File: config.mk
export PLATFORM = sky130hd
export DESIGN_NAME = mandel_top
export DESIGN_NICKNAME = d
export VERILOG_FILES = /design/src/hw/mandel_pkg.sv /design/src/hw/mandel_job_if.sv /design/src/hw/mandel_iter_core.sv /design/src/hw/mandel_pixel_scan.sv /design/src/hw/mandel_top.sv
export VERILOG_INCLUDE_DIRS = /design/src /design/src/hw
export SDC_FILE = /design/constraint.sdc
export NUM_CORES = 2
export LEC_CHECK = 0
export BUFFER_PORTS_ARGS = -buffer_cell sky130_fd_sc_hd__clkbuf_2
export CORE_MARGIN = 2
export CORE_UTILIZATION = 55
export CTS_CLUSTER_SIZE = 10
export DETAILED_ROUTE_END_ITERATION = 10
export PLACE_DENSITY = 0.7
export SETUP_SLACK_MARGIN = 0.5
export SYNTH_ARGS = -nofsm -noshare
export SYNTH_HDL_FRONTEND = slang
export SYNTH_HIERARCHICAL = 1
export SYNTH_SLANG_ARGS = --single-unit
File: constraint.sdc
create_clock -name clk -period 6.48 [get_ports clk]
set_clock_uncertainty 0.05 [all_clocks]
set_input_delay 1.62 -clock clk [delete_from_list [all_inputs] [get_ports clk]]
set_output_delay 1.62 -clock clk [all_outputs]
set_load 0.01 [all_outputs]
File: src/hw/mandel_config.svh
`ifndef MANDEL_CONFIG_SVH
`define MANDEL_CONFIG_SVH

// fixed point format, signed q4.12
`define MANDEL_WIDTH      16   // bits per number
`define MANDEL_INT_BITS   4    // integer bits incl sign

// escape-time loop
`define MANDEL_MAX_ITER   100
`define MANDEL_ITER_W     7    // holds 0..MAX_ITER
// squared magnitude limit, 4.0 in q4.12 (no sqrt taken)
`define MANDEL_THRESHOLD  (4 << (`MANDEL_WIDTH - `MANDEL_INT_BITS))

// frame geometry
`define MANDEL_COLS       6
`define MANDEL_ROWS       4
`define MANDEL_COL_W      3
`define MANDEL_ROW_W      2

`endif

File: src/hw/mandel_pkg.sv
`include "mandel_config.svh"

// shared types of the mandelbrot renderer
//
// numbers are signed q4.12
//   bit 15      sign
//   bits 14..12 integer part
//   bits 11..0  fraction
// so the range is -8.0 up to just under +8.0, lsb = 1/4096

package mandel_pkg;

    // one real or imaginary coordinate
    typedef logic signed [`MANDEL_WIDTH-1:0] fixed_t;

    // escape count, 1..MAX_ITER
    typedef logic [`MANDEL_ITER_W-1:0] iter_t;

    // pixel position in the frame
    typedef logic [`MANDEL_COL_W-1:0] col_t;   // 0 .. COLS-1
    typedef logic [`MANDEL_ROW_W-1:0] row_t;   // 0 .. ROWS-1

endpackage

File: src/hw/mandel_job_if.sv
`timescale 1ns/1ns

// one point job, scanner -> core, and its escape count back
//
// scanner pulses req for one cycle with c on rc/ic, only when the
// previous job has finished; rc/ic stay put until vld comes back
// since the core adds c again on every iteration
interface mandel_job_if;

    logic               req;   // 1-cycle job start
    mandel_pkg::fixed_t rc;    // real part of c
    mandel_pkg::fixed_t ic;    // imaginary part of c
    logic               vld;   // 1-cycle job end
    mandel_pkg::iter_t  iter;  // count, good while vld

    // pixel scanner side
    modport scanner (
        output req,
        output rc,
        output ic,
        input  vld,
        input  iter
    );

    // iteration core side
    modport core (
        input  req,
        input  rc,
        input  ic,
        output vld,
        output iter
    );

endinterface

File: src/hw/mandel_iter_core.sv
`timescale 1ns/1ns
`include "mandel_config.svh"

// escape-time iteration for a single point c = rc + ic*i
//
// z(k+1) = z(k)^2 + c, with z = re + im*i
//   re(k+1) = re^2 - im^2 + rc
//   im(k+1) = 2*re*im + ic
//   m(k)    = re^2 + im^2      compared against 4.0
//
// each iteration runs over two cycles
//   multiply   full 32 bit products re*re, im*im, re*im
//   add/test   cut products to q4.12, form z(k+1), test m(k)
//
// a 16x16 product of two q4.12 values is q8.24. keeping bits 27..12
// brings it back to q4.12; the upper integer bits are dropped, so big
// values wrap instead of clipping
//
// z(0) is zero so z(1) is just c; req loads c straight into z, and the
// first multiply stage already works on z(1). test of m(k) then falls
// on cycle 2k after req and vld on cycle 2k+1

module mandel_iter_core (
    input  logic       clk,
    input  logic       rst,
    mandel_job_if.core job
);

    localparam int W    = `MANDEL_WIDTH;
    localparam int FRAC = `MANDEL_WIDTH - `MANDEL_INT_BITS;  // fraction bits

    localparam mandel_pkg::iter_t ITER_LIMIT = mandel_pkg::iter_t'(`MANDEL_MAX_ITER);
    localparam logic [W-1:0]      THRESHOLD  = `MANDEL_THRESHOLD;

    // q8.24 product back to q4.12, middle field only
    function automatic mandel_pkg::fixed_t trunc_prod(input logic signed [2*W-1:0] p);
        return p[FRAC +: W];
    endfunction

    // ------------------------------------------------------------------
    // signals
    // ------------------------------------------------------------------
    logic                  mul_stg;  // multiply stage this cycle
    logic                  add_stg;  // add/test stage this cycle
    logic                  done;     // escaped or out of iterations
    mandel_pkg::iter_t     count;    // = k during add stage of z(k)

    mandel_pkg::fixed_t    z_re;     // current z(k)
    mandel_pkg::fixed_t    z_im;

    logic signed [2*W-1:0] rr_q;     // re*re
    logic signed [2*W-1:0] ii_q;     // im*im
    logic signed [2*W-1:0] ri_q;     // re*im

    mandel_pkg::fixed_t    rr_t;     // truncated products
    mandel_pkg::fixed_t    ii_t;
    mandel_pkg::fixed_t    ri_t;
    mandel_pkg::fixed_t    nxt_re;   // z(k+1)
    mandel_pkg::fixed_t    nxt_im;
    logic [W-1:0]          mag;      // m(k), unsigned view

    // ------------------------------------------------------------------
    // stage control
    // ------------------------------------------------------------------
    always_ff @(posedge clk) begin
        if (rst) begin
            mul_stg <= 1'b0;
            add_stg <= 1'b0;
            job.vld <= 1'b0;
        end else begin
            // loop back to multiply until the point is finished
            mul_stg <= job.req | (add_stg & ~done);
            add_stg <= mul_stg;
            job.vld <= add_stg & done;  // single pulse, loop stops here
        end
    end

    // iteration counter, one step per multiply stage
    always_ff @(posedge clk) begin
        if (rst) begin
            count <= '0;
        end else if (job.req) begin
            count <= '0;
        end else if (mul_stg) begin
            count <= count + 1'b1;
        end
    end

    assign job.iter = count;  // held while loop is idle

    // ------------------------------------------------------------------
    // multiply stage
    // ------------------------------------------------------------------
    always_ff @(posedge clk) begin
        if (job.req) begin
            z_re <= job.rc;  // z(1) = c
            z_im <= job.ic;
        end else if (add_stg) begin
            z_re <= nxt_re;
            z_im <= nxt_im;
        end
    end

    always_ff @(posedge clk) begin
        if (mul_stg) begin
            rr_q <= z_re * z_re;
            ii_q <= z_im * z_im;
            ri_q <= z_re * z_im;
        end
    end

    // ------------------------------------------------------------------
    // add / test stage
    // ------------------------------------------------------------------
    always_comb begin
        rr_t   = trunc_prod(rr_q);
        ii_t   = trunc_prod(ii_q);
        ri_t   = trunc_prod(ri_q);

        // sums wrap at 16 bits
        nxt_re = rr_t - ii_t + job.rc;
        nxt_im = (ri_t <<< 1) + job.ic;  // 2*re*im
        mag    = rr_t + ii_t;

        // count hits the limit only after k = 99 failed to escape
        done   = (mag >= THRESHOLD) | (count == ITER_LIMIT);
    end

endmodule

File: src/hw/mandel_pixel_scan.sv
`timescale 1ns/1ns
`include "mandel_config.svh"

// raster scanner for one frame
//
// walks col 0..COLS-1 inside row 0..ROWS-1, keeps c of the current
// pixel in two accumulators and hands it to the core, one job at a time
//   re = re_start + col*re_step   (reloaded at each new row)
//   im = im_start + row*im_step
//
// timing
//   start           -> req next cycle, busy rises with it
//   core vld        -> pix_vld next cycle, next req in that same cycle
//   last pixel      -> frame_done with pix_vld, busy drops after it

module mandel_pixel_scan (
    input  logic               clk,
    input  logic               rst,
    input  logic               start,     // 1-cycle, ignored while busy
    input  mandel_pkg::fixed_t re_start,  // c of pixel (0,0)
    input  mandel_pkg::fixed_t im_start,
    input  mandel_pkg::fixed_t re_step,   // per column
    input  mandel_pkg::fixed_t im_step,   // per row
    mandel_job_if.scanner      job,
    output logic               pix_vld,
    output mandel_pkg::col_t   pix_col,
    output mandel_pkg::row_t   pix_row,
    output mandel_pkg::iter_t  pix_iter,
    output logic               busy,
    output logic               frame_done
);

    localparam mandel_pkg::col_t LAST_COL = mandel_pkg::col_t'(`MANDEL_COLS - 1);
    localparam mandel_pkg::row_t LAST_ROW = mandel_pkg::row_t'(`MANDEL_ROWS - 1);

    // ------------------------------------------------------------------
    // signals
    // ------------------------------------------------------------------
    mandel_pkg::col_t   col;     // pixel of the job in flight
    mandel_pkg::row_t   row;
    mandel_pkg::fixed_t re_acc;  // c of that pixel
    mandel_pkg::fixed_t im_acc;
    mandel_pkg::fixed_t re_org;  // sampled on start
    mandel_pkg::fixed_t re_inc;
    mandel_pkg::fixed_t im_inc;

    logic launch;    // accepted start
    logic res_in;    // core result for current pixel
    logic last_col;
    logic last_pix;

    assign launch   = start & ~busy;
    assign res_in   = busy & job.vld;
    assign last_col = (col == LAST_COL);
    assign last_pix = last_col & (row == LAST_ROW);

    // c stays on the bus until the next pixel is set up
    assign job.rc = re_acc;
    assign job.ic = im_acc;

    // ------------------------------------------------------------------
    // frame control
    // ------------------------------------------------------------------
    always_ff @(posedge clk) begin
        if (rst) begin
            busy       <= 1'b0;
            job.req    <= 1'b0;
            pix_vld    <= 1'b0;
            frame_done <= 1'b0;
            col        <= '0;
            row        <= '0;
        end else begin
            pix_vld    <= res_in;
            frame_done <= res_in & last_pix;
            job.req    <= launch | (res_in & ~last_pix);  // next pixel right away

            if (launch) begin
                busy <= 1'b1;
                col  <= '0;
                row  <= '0;
            end else if (frame_done) begin
                busy <= 1'b0;  // low the cycle after the last pixel
            end

            // step to next pixel, raster order
            if (res_in) begin
                if (last_col) begin
                    col <= '0;
                    row <= row + 1'b1;
                end else begin
                    col <= col + 1'b1;
                end
            end
        end
    end

    // ------------------------------------------------------------------
    // coordinate accumulators and result capture
    // ------------------------------------------------------------------
    always_ff @(posedge clk) begin
        if (launch) begin
            re_org <= re_start;
            re_inc <= re_step;
            im_inc <= im_step;
            re_acc <= re_start;
            im_acc <= im_start;
        end else if (res_in) begin
            if (last_col) begin
                re_acc <= re_org;           // back to left edge
                im_acc <= im_acc + im_inc;  // one row down
            end else begin
                re_acc <= re_acc + re_inc;
            end
        end

        // tag count with the pixel it belongs to
        if (res_in) begin
            pix_col  <= col;
            pix_row  <= row;
            pix_iter <= job.iter;
        end
    end

endmodule

File: src/hw/mandel_top.sv
`timescale 1ns/1ns

// mandelbrot frame renderer
//
// scanner walks the frame and feeds one point at a time into the
// escape-time core over the job interface; results leave as one
// pix_vld pulse per pixel with column, row and count
//
//   start ---> pixel_scan ---job---> iter_core
//                  ^                     |
//                  +------- count -------+
//                  |
//                  +--> pix_* / busy / frame_done

module mandel_top (
    input  logic               clk,
    input  logic               rst,

    // frame set-up, sampled on start
    input  logic               start,
    input  mandel_pkg::fixed_t re_start,
    input  mandel_pkg::fixed_t im_start,
    input  mandel_pkg::fixed_t re_step,
    input  mandel_pkg::fixed_t im_step,

    // pixel results, no back-pressure
    output logic               pix_vld,
    output mandel_pkg::col_t   pix_col,
    output mandel_pkg::row_t   pix_row,
    output mandel_pkg::iter_t  pix_iter,
    output logic               busy,
    output logic               frame_done
);

    // scanner <-> core job channel
    mandel_job_if job ();

    // ------------------------------------------------------------------
    // raster scanner
    // ------------------------------------------------------------------
    mandel_pixel_scan u_scan (
        .clk        (clk),
        .rst        (rst),
        .start      (start),
        .re_start   (re_start),
        .im_start   (im_start),
        .re_step    (re_step),
        .im_step    (im_step),
        .job        (job.scanner),
        .pix_vld    (pix_vld),
        .pix_col    (pix_col),
        .pix_row    (pix_row),
        .pix_iter   (pix_iter),
        .busy       (busy),
        .frame_done (frame_done)
    );

    // ------------------------------------------------------------------
    // escape-time core
    // ------------------------------------------------------------------
    mandel_iter_core u_core (
        .clk (clk),
        .rst (rst),
        .job (job.core)
    );

endmodule

# Word level (Yosys, flattened, before mapping)
# Cells that the tools add are included.
# totals
regBits,226
inputBits,67
wordCells,76
# classes
add_sub_neg,9
multipliers,3
n_lt_le_gt_ge,1
n_eq_ne,3
mux,18
n_bitwise,13
n_reduce_logical,6
# op_table
operator,n
$mux 16,10
$add 16x16->16,5
$mul 16x16->28,2
$mul 16x16->27,1
$ge 16x15->1 const B,1
$sub 16x16->16,1
$mux 3,3
$reduce_bool 2->1,4
$add 7x1->7 const B,1
$and 1x1->1,7
$eq 7x7->1 const B,1
$mux 2,3
$add 3x1->3 const B,1
$eq 3x3->1 const B,1
$not 1->1,3
$or 1x1->1,3
$add 2x1->2 const B,1
$eq 2x2->1 const B,1
$mux 1,2
$reduce_and 2->1,1
$reduce_or 2->1,1

# Longest topological paths before layout
# depth
word_depth,6
ltp_mapped,26
depth_no_buf,24

# Cells and area by module
# The synthesis kept the hierarchy.
# by_module_without_submodules
module,n_inst,cells_each,area_per_inst_um2,seq_area_each_um2
mandel_iter_core,1,3104,28768.8,2572.5
mandel_pixel_scan,1,419,5023.6,2942.8

# Worst setup path after synthesis
# No wires, ideal clock.
# synth_path
path_kind,register to register
start,reg u_core.z_re[3]
end,"reg u_core.rr_q[27], data pin"
setup_time_ns,0.260
arrival_time_ns,6.108
required_time_ns,6.170
slack_ns,0.062
path_stages_with_launch,25
cell_sequence,edfxtp_1 > clkbuf_1 > clkbuf_1 > nand2_1 > inv_1 > fa_1 > inv_1 > fa_1 > fa_1 > inv_1 > fa_1 > fa_1 > inv_1 > fa_1 > inv_1 > ha_1 > a21o_1 > a21oi_1 > o221a_2 > a2bb2oi_1 > o41a_1 > and4_1 > o31a_1 > nor2_1 > xnor2_1
# synth_between
elab_chain_cells,1
# synth_lines
item,line_no,rtl
from (decl),mandel_iter_core.sv:48,mandel_pkg::fixed_t z_re;
from (signal assigned),mandel_iter_core.sv:96,z_re <= job.rc;
from (signal assigned),mandel_iter_core.sv:99,z_re <= nxt_re;
$mul 16x16->28,mandel_iter_core.sv:106,rr_q <= z_re * z_re;
to (signal assigned),mandel_iter_core.sv:106,
to (decl),mandel_iter_core.sv:51,logic signed [2*W-1:0] rr_q;
# Every way passes these cells.
# A chain may end at the register's enable or synchronous reset.

# Final worst setup path
# layout_path
start,reg u_core.z_im[3]
end,"reg u_core.ri_q[26], data pin"
# layout_between
elab_chain_cells,1
# layout_lines
item,line_no,rtl
from (decl),mandel_iter_core.sv:49,mandel_pkg::fixed_t z_im;
from (signal assigned),mandel_iter_core.sv:97,z_im <= job.ic;
from (signal assigned),mandel_iter_core.sv:100,z_im <= nxt_im;
$mul 16x16->27,mandel_iter_core.sv:108,ri_q <= z_re * z_im;
to (signal assigned),mandel_iter_core.sv:108,
to (decl),mandel_iter_core.sv:53,logic signed [2*W-1:0] ri_q;
# Every way passes these cells.

==> impl_results.md <==
- Vias in the first global route: 26200
- Global-route wire length before repair: 136000 um
- Met1 WL: 33900 um
- Total track usage: 28.1%
- Antenna-violating nets left: 0
- IO Pins: 82
- Slew @ Worst Pin: 1.08 ns
- Worst skew pair latency: 0.47 ns
- Drt total wl: 86000 um
- Antenna violations before repair: 5
- Reg clk slew, reported paths: 0.09 ns
- Worst Path Max Fanout: 7
- # fillers: 4847
- HP Class: register to register
- WP data required: 6.66 ns
- Top_reg_cell synth: edfxtp_1
- # rows: 90
- Vias: 24300
- Post-Synthesis Cells: 3523
- CTS sink count: 190
- Port bufs: 81
- RSZ-0062 raised after global routing: yes
- #FFs+latches synth: 190
- Share of cells above drive strength 1: 16.4%
- Status: complete, no violations
- Startpoint Class: register
- Worst EP arrival: 6.45 ns
- Mapped Area: 33800 um^2
- Syn nets: 4550
- Via density: 5.39
- Setup_tns: 0 ns
- CP Class: register to register
- Area of the core: 60600 um^2
- Initial Util: 55.8%
- Worst hold slack: 0.427 ns
- Die X: 252 um
- Slew HR: 27.8%
- Drc violations: 0
- Clock buffer depth: 2
- Fin. Hold Viols: 0
- Die area: 63400 um^2
- Slew Limit Fails: 0
- Final net count: 4748
- Setup violations, final: 0
- CP endpoint kind: register
- Most frequent cells in the layout: inv_1 (882), fa_1 (614), nand2_1 (315)
- Asr flop ratio synth: 0%
- Worst setup margin: 0.212 ns
- Die H: 252 um
- Setup slack, reg-to-reg: 0.21 ns
- Pre-CTS setup slack: -0.00382 ns
- Post-synth cell types: 76
- H-tree depth: 4
- EDFF count, synth: 171
- DR WL met3: 5860 um
- Tcrit/Tclk final: 96.7%
- Number of iterations in the first detailed-routing pass: 5
- CTS buffer count: 17
- Synth Warn #: 6
- Mean Syn Cell Area: 9.59 um^2
- Max cap viols: 0
- HPWL after DPL: 62700 um
- Initial DRC Count: 1415
- Top Metal Used: met5
- Largest net degree at the start of global routing: 54
- Commonest non-fill, non-tap cell in the layout: inv_1
- Post-synth top area share: 38.0%
- CTS tree: yes
- Minimum clock period: 6.27 ns
- WL/cell: 19.0 um
- Met2 routed WL: 42200 um
- Cell taking the most area after synthesis: fa_1
- GR Overflow Total: 0
- Syn-to-layout area delta: 15.8%
- Synth area leaders: fa_1 (38%), edfxtp_1 (15%), ha_1 (12%)
- Seq/Total Area, Yosys: 16.3%
- Root Buffer: clkbuf_16
- Placer Congestion: 0.898
- Max Clock Freq: 0.160 GHz
## timing repair
action                                  4_1_cts  5_1_grt
buffers inserted                             64       36
gates resized for setup                     142      150
gates cloned                                 13        3
endpoints found under the setup margin       28       35
hold buffers                                  0        0
pin swaps                                    58       88
## state kept, by name, summed over array words and instances, names as in the netlist, 2 cells and up
signal / flops
u_scan/im_inc: 16
u_scan/re_inc: 16
u_core/z_re: 16
u_scan/pix_iter: 7
u_core/ri_q: 15
u_core/rr_q: 16
u_scan/row: 2
u_core/z_im: 16
u_core/job.iter: 7
u_scan/re_org: 16
u_scan/pix_row: 2
u_scan/job.rc: 16
u_scan/col: 3
u_scan/pix_col: 3
u_core/ii_q: 16
u_scan/job.ic: 16
## cell usage after synthesis (all sizes together), types with 23 or more instances
master,n
nor2,164
a21oi,96
fa,641
nand3,23
edfxtp,171
o21ai,78
nand2,341
xor2,45
xnor2,114
and2,167
a21o,31
ha,319
nor3,35
inv,927
clkbuf,116
## worst max-delay path: stages (launching register included)
cell and delay (ns):
edfxtp_1 0.52, buf_4 0.20, buf_4 0.15, clkinv_1 0.08, buf_6 0.16, nor2_1 0.08
fa_1 0.50, inv_1 0.05, fa_1 0.47, fa_1 0.55, inv_1 0.05, fa_1 0.45
fa_1 0.51, inv_1 0.05, fa_1 0.47, inv_1 0.04, ha_2 0.43, and3_1 0.24
a21oi_4 0.08, a31oi_4 0.21, o211ai_1 0.14, buf_4 0.17, a311o_1 0.26, xnor2_1 0.12
## per-stage QoR
| stage | utilization, % | std cells | cell area, um^2 |
|---|---|---|---|
| 2_1_floorplan | - | 3523 | 34100 |
| 3_3_place_gp | 59.3 | 4368 | 35900 |
| 3_5_place_dp | 59.3 | 4368 | 35900 |
| 4_1_cts | 63.0 | 4477 | 38200 |
| 5_1_grt | 64.6 | 4516 | 39100 |
| 6_report | 64.6 | 4517 | 39100 |
## kinds of logic after synthesis
family,after synthesis,synth area share (%)
buffers and inverters,1056,11.8
adders and majority gates,960,49.8
and+or+nand+nor,826,11.5
AOI/OAI and AO/OA,318,6.08
DFF,190,16.3
xor gates and xnor gates,159,4.12
muxes,14,0.430
## cell type report
type                            count  area (um^2)  share of cell area (%)
Antenna cell                        1         2.50                 0.00640
Clock buffer                       17          425                    1.09
Clock inverter                     15          234                   0.598
Inverter                          936         3530                    9.03
Multi-Input combinational cell   2277        25500                    65.1
Sequential cell                   190         5520                    14.1
Tap cell                          782          978                    2.50
Timing Repair Buffer              299         2960                    7.55
## per-layer routing
metal | global-route usage [%] | vias up
met5 | 0 | -
met4 | 12.1 | 4
met3 | 5.46 | 201
met2 | 47.2 | 783
met1 | 35.5 | 12300
li1 | - | 11100
## path summary, 6_finish.rpt
| path | start | endpoint | depth (start not counted) |
|---|---|---|---|
| worst max-delay path | u_core/z_im[3] | u_core/ri_q[26] | 23 |
| worst min-delay path | u_scan/row[1] | u_scan/pix_row[1] | 0 |
| worst max register to register | u_core/z_im[3] | u_core/ri_q[26] | 23 |
| worst min register to register | u_scan/row[1] | u_scan/pix_row[1] | 0 |
Power is left out: the tool's default activity adds up to more than one toggle a clock period on the data nets, which glitch-free logic cannot reach.
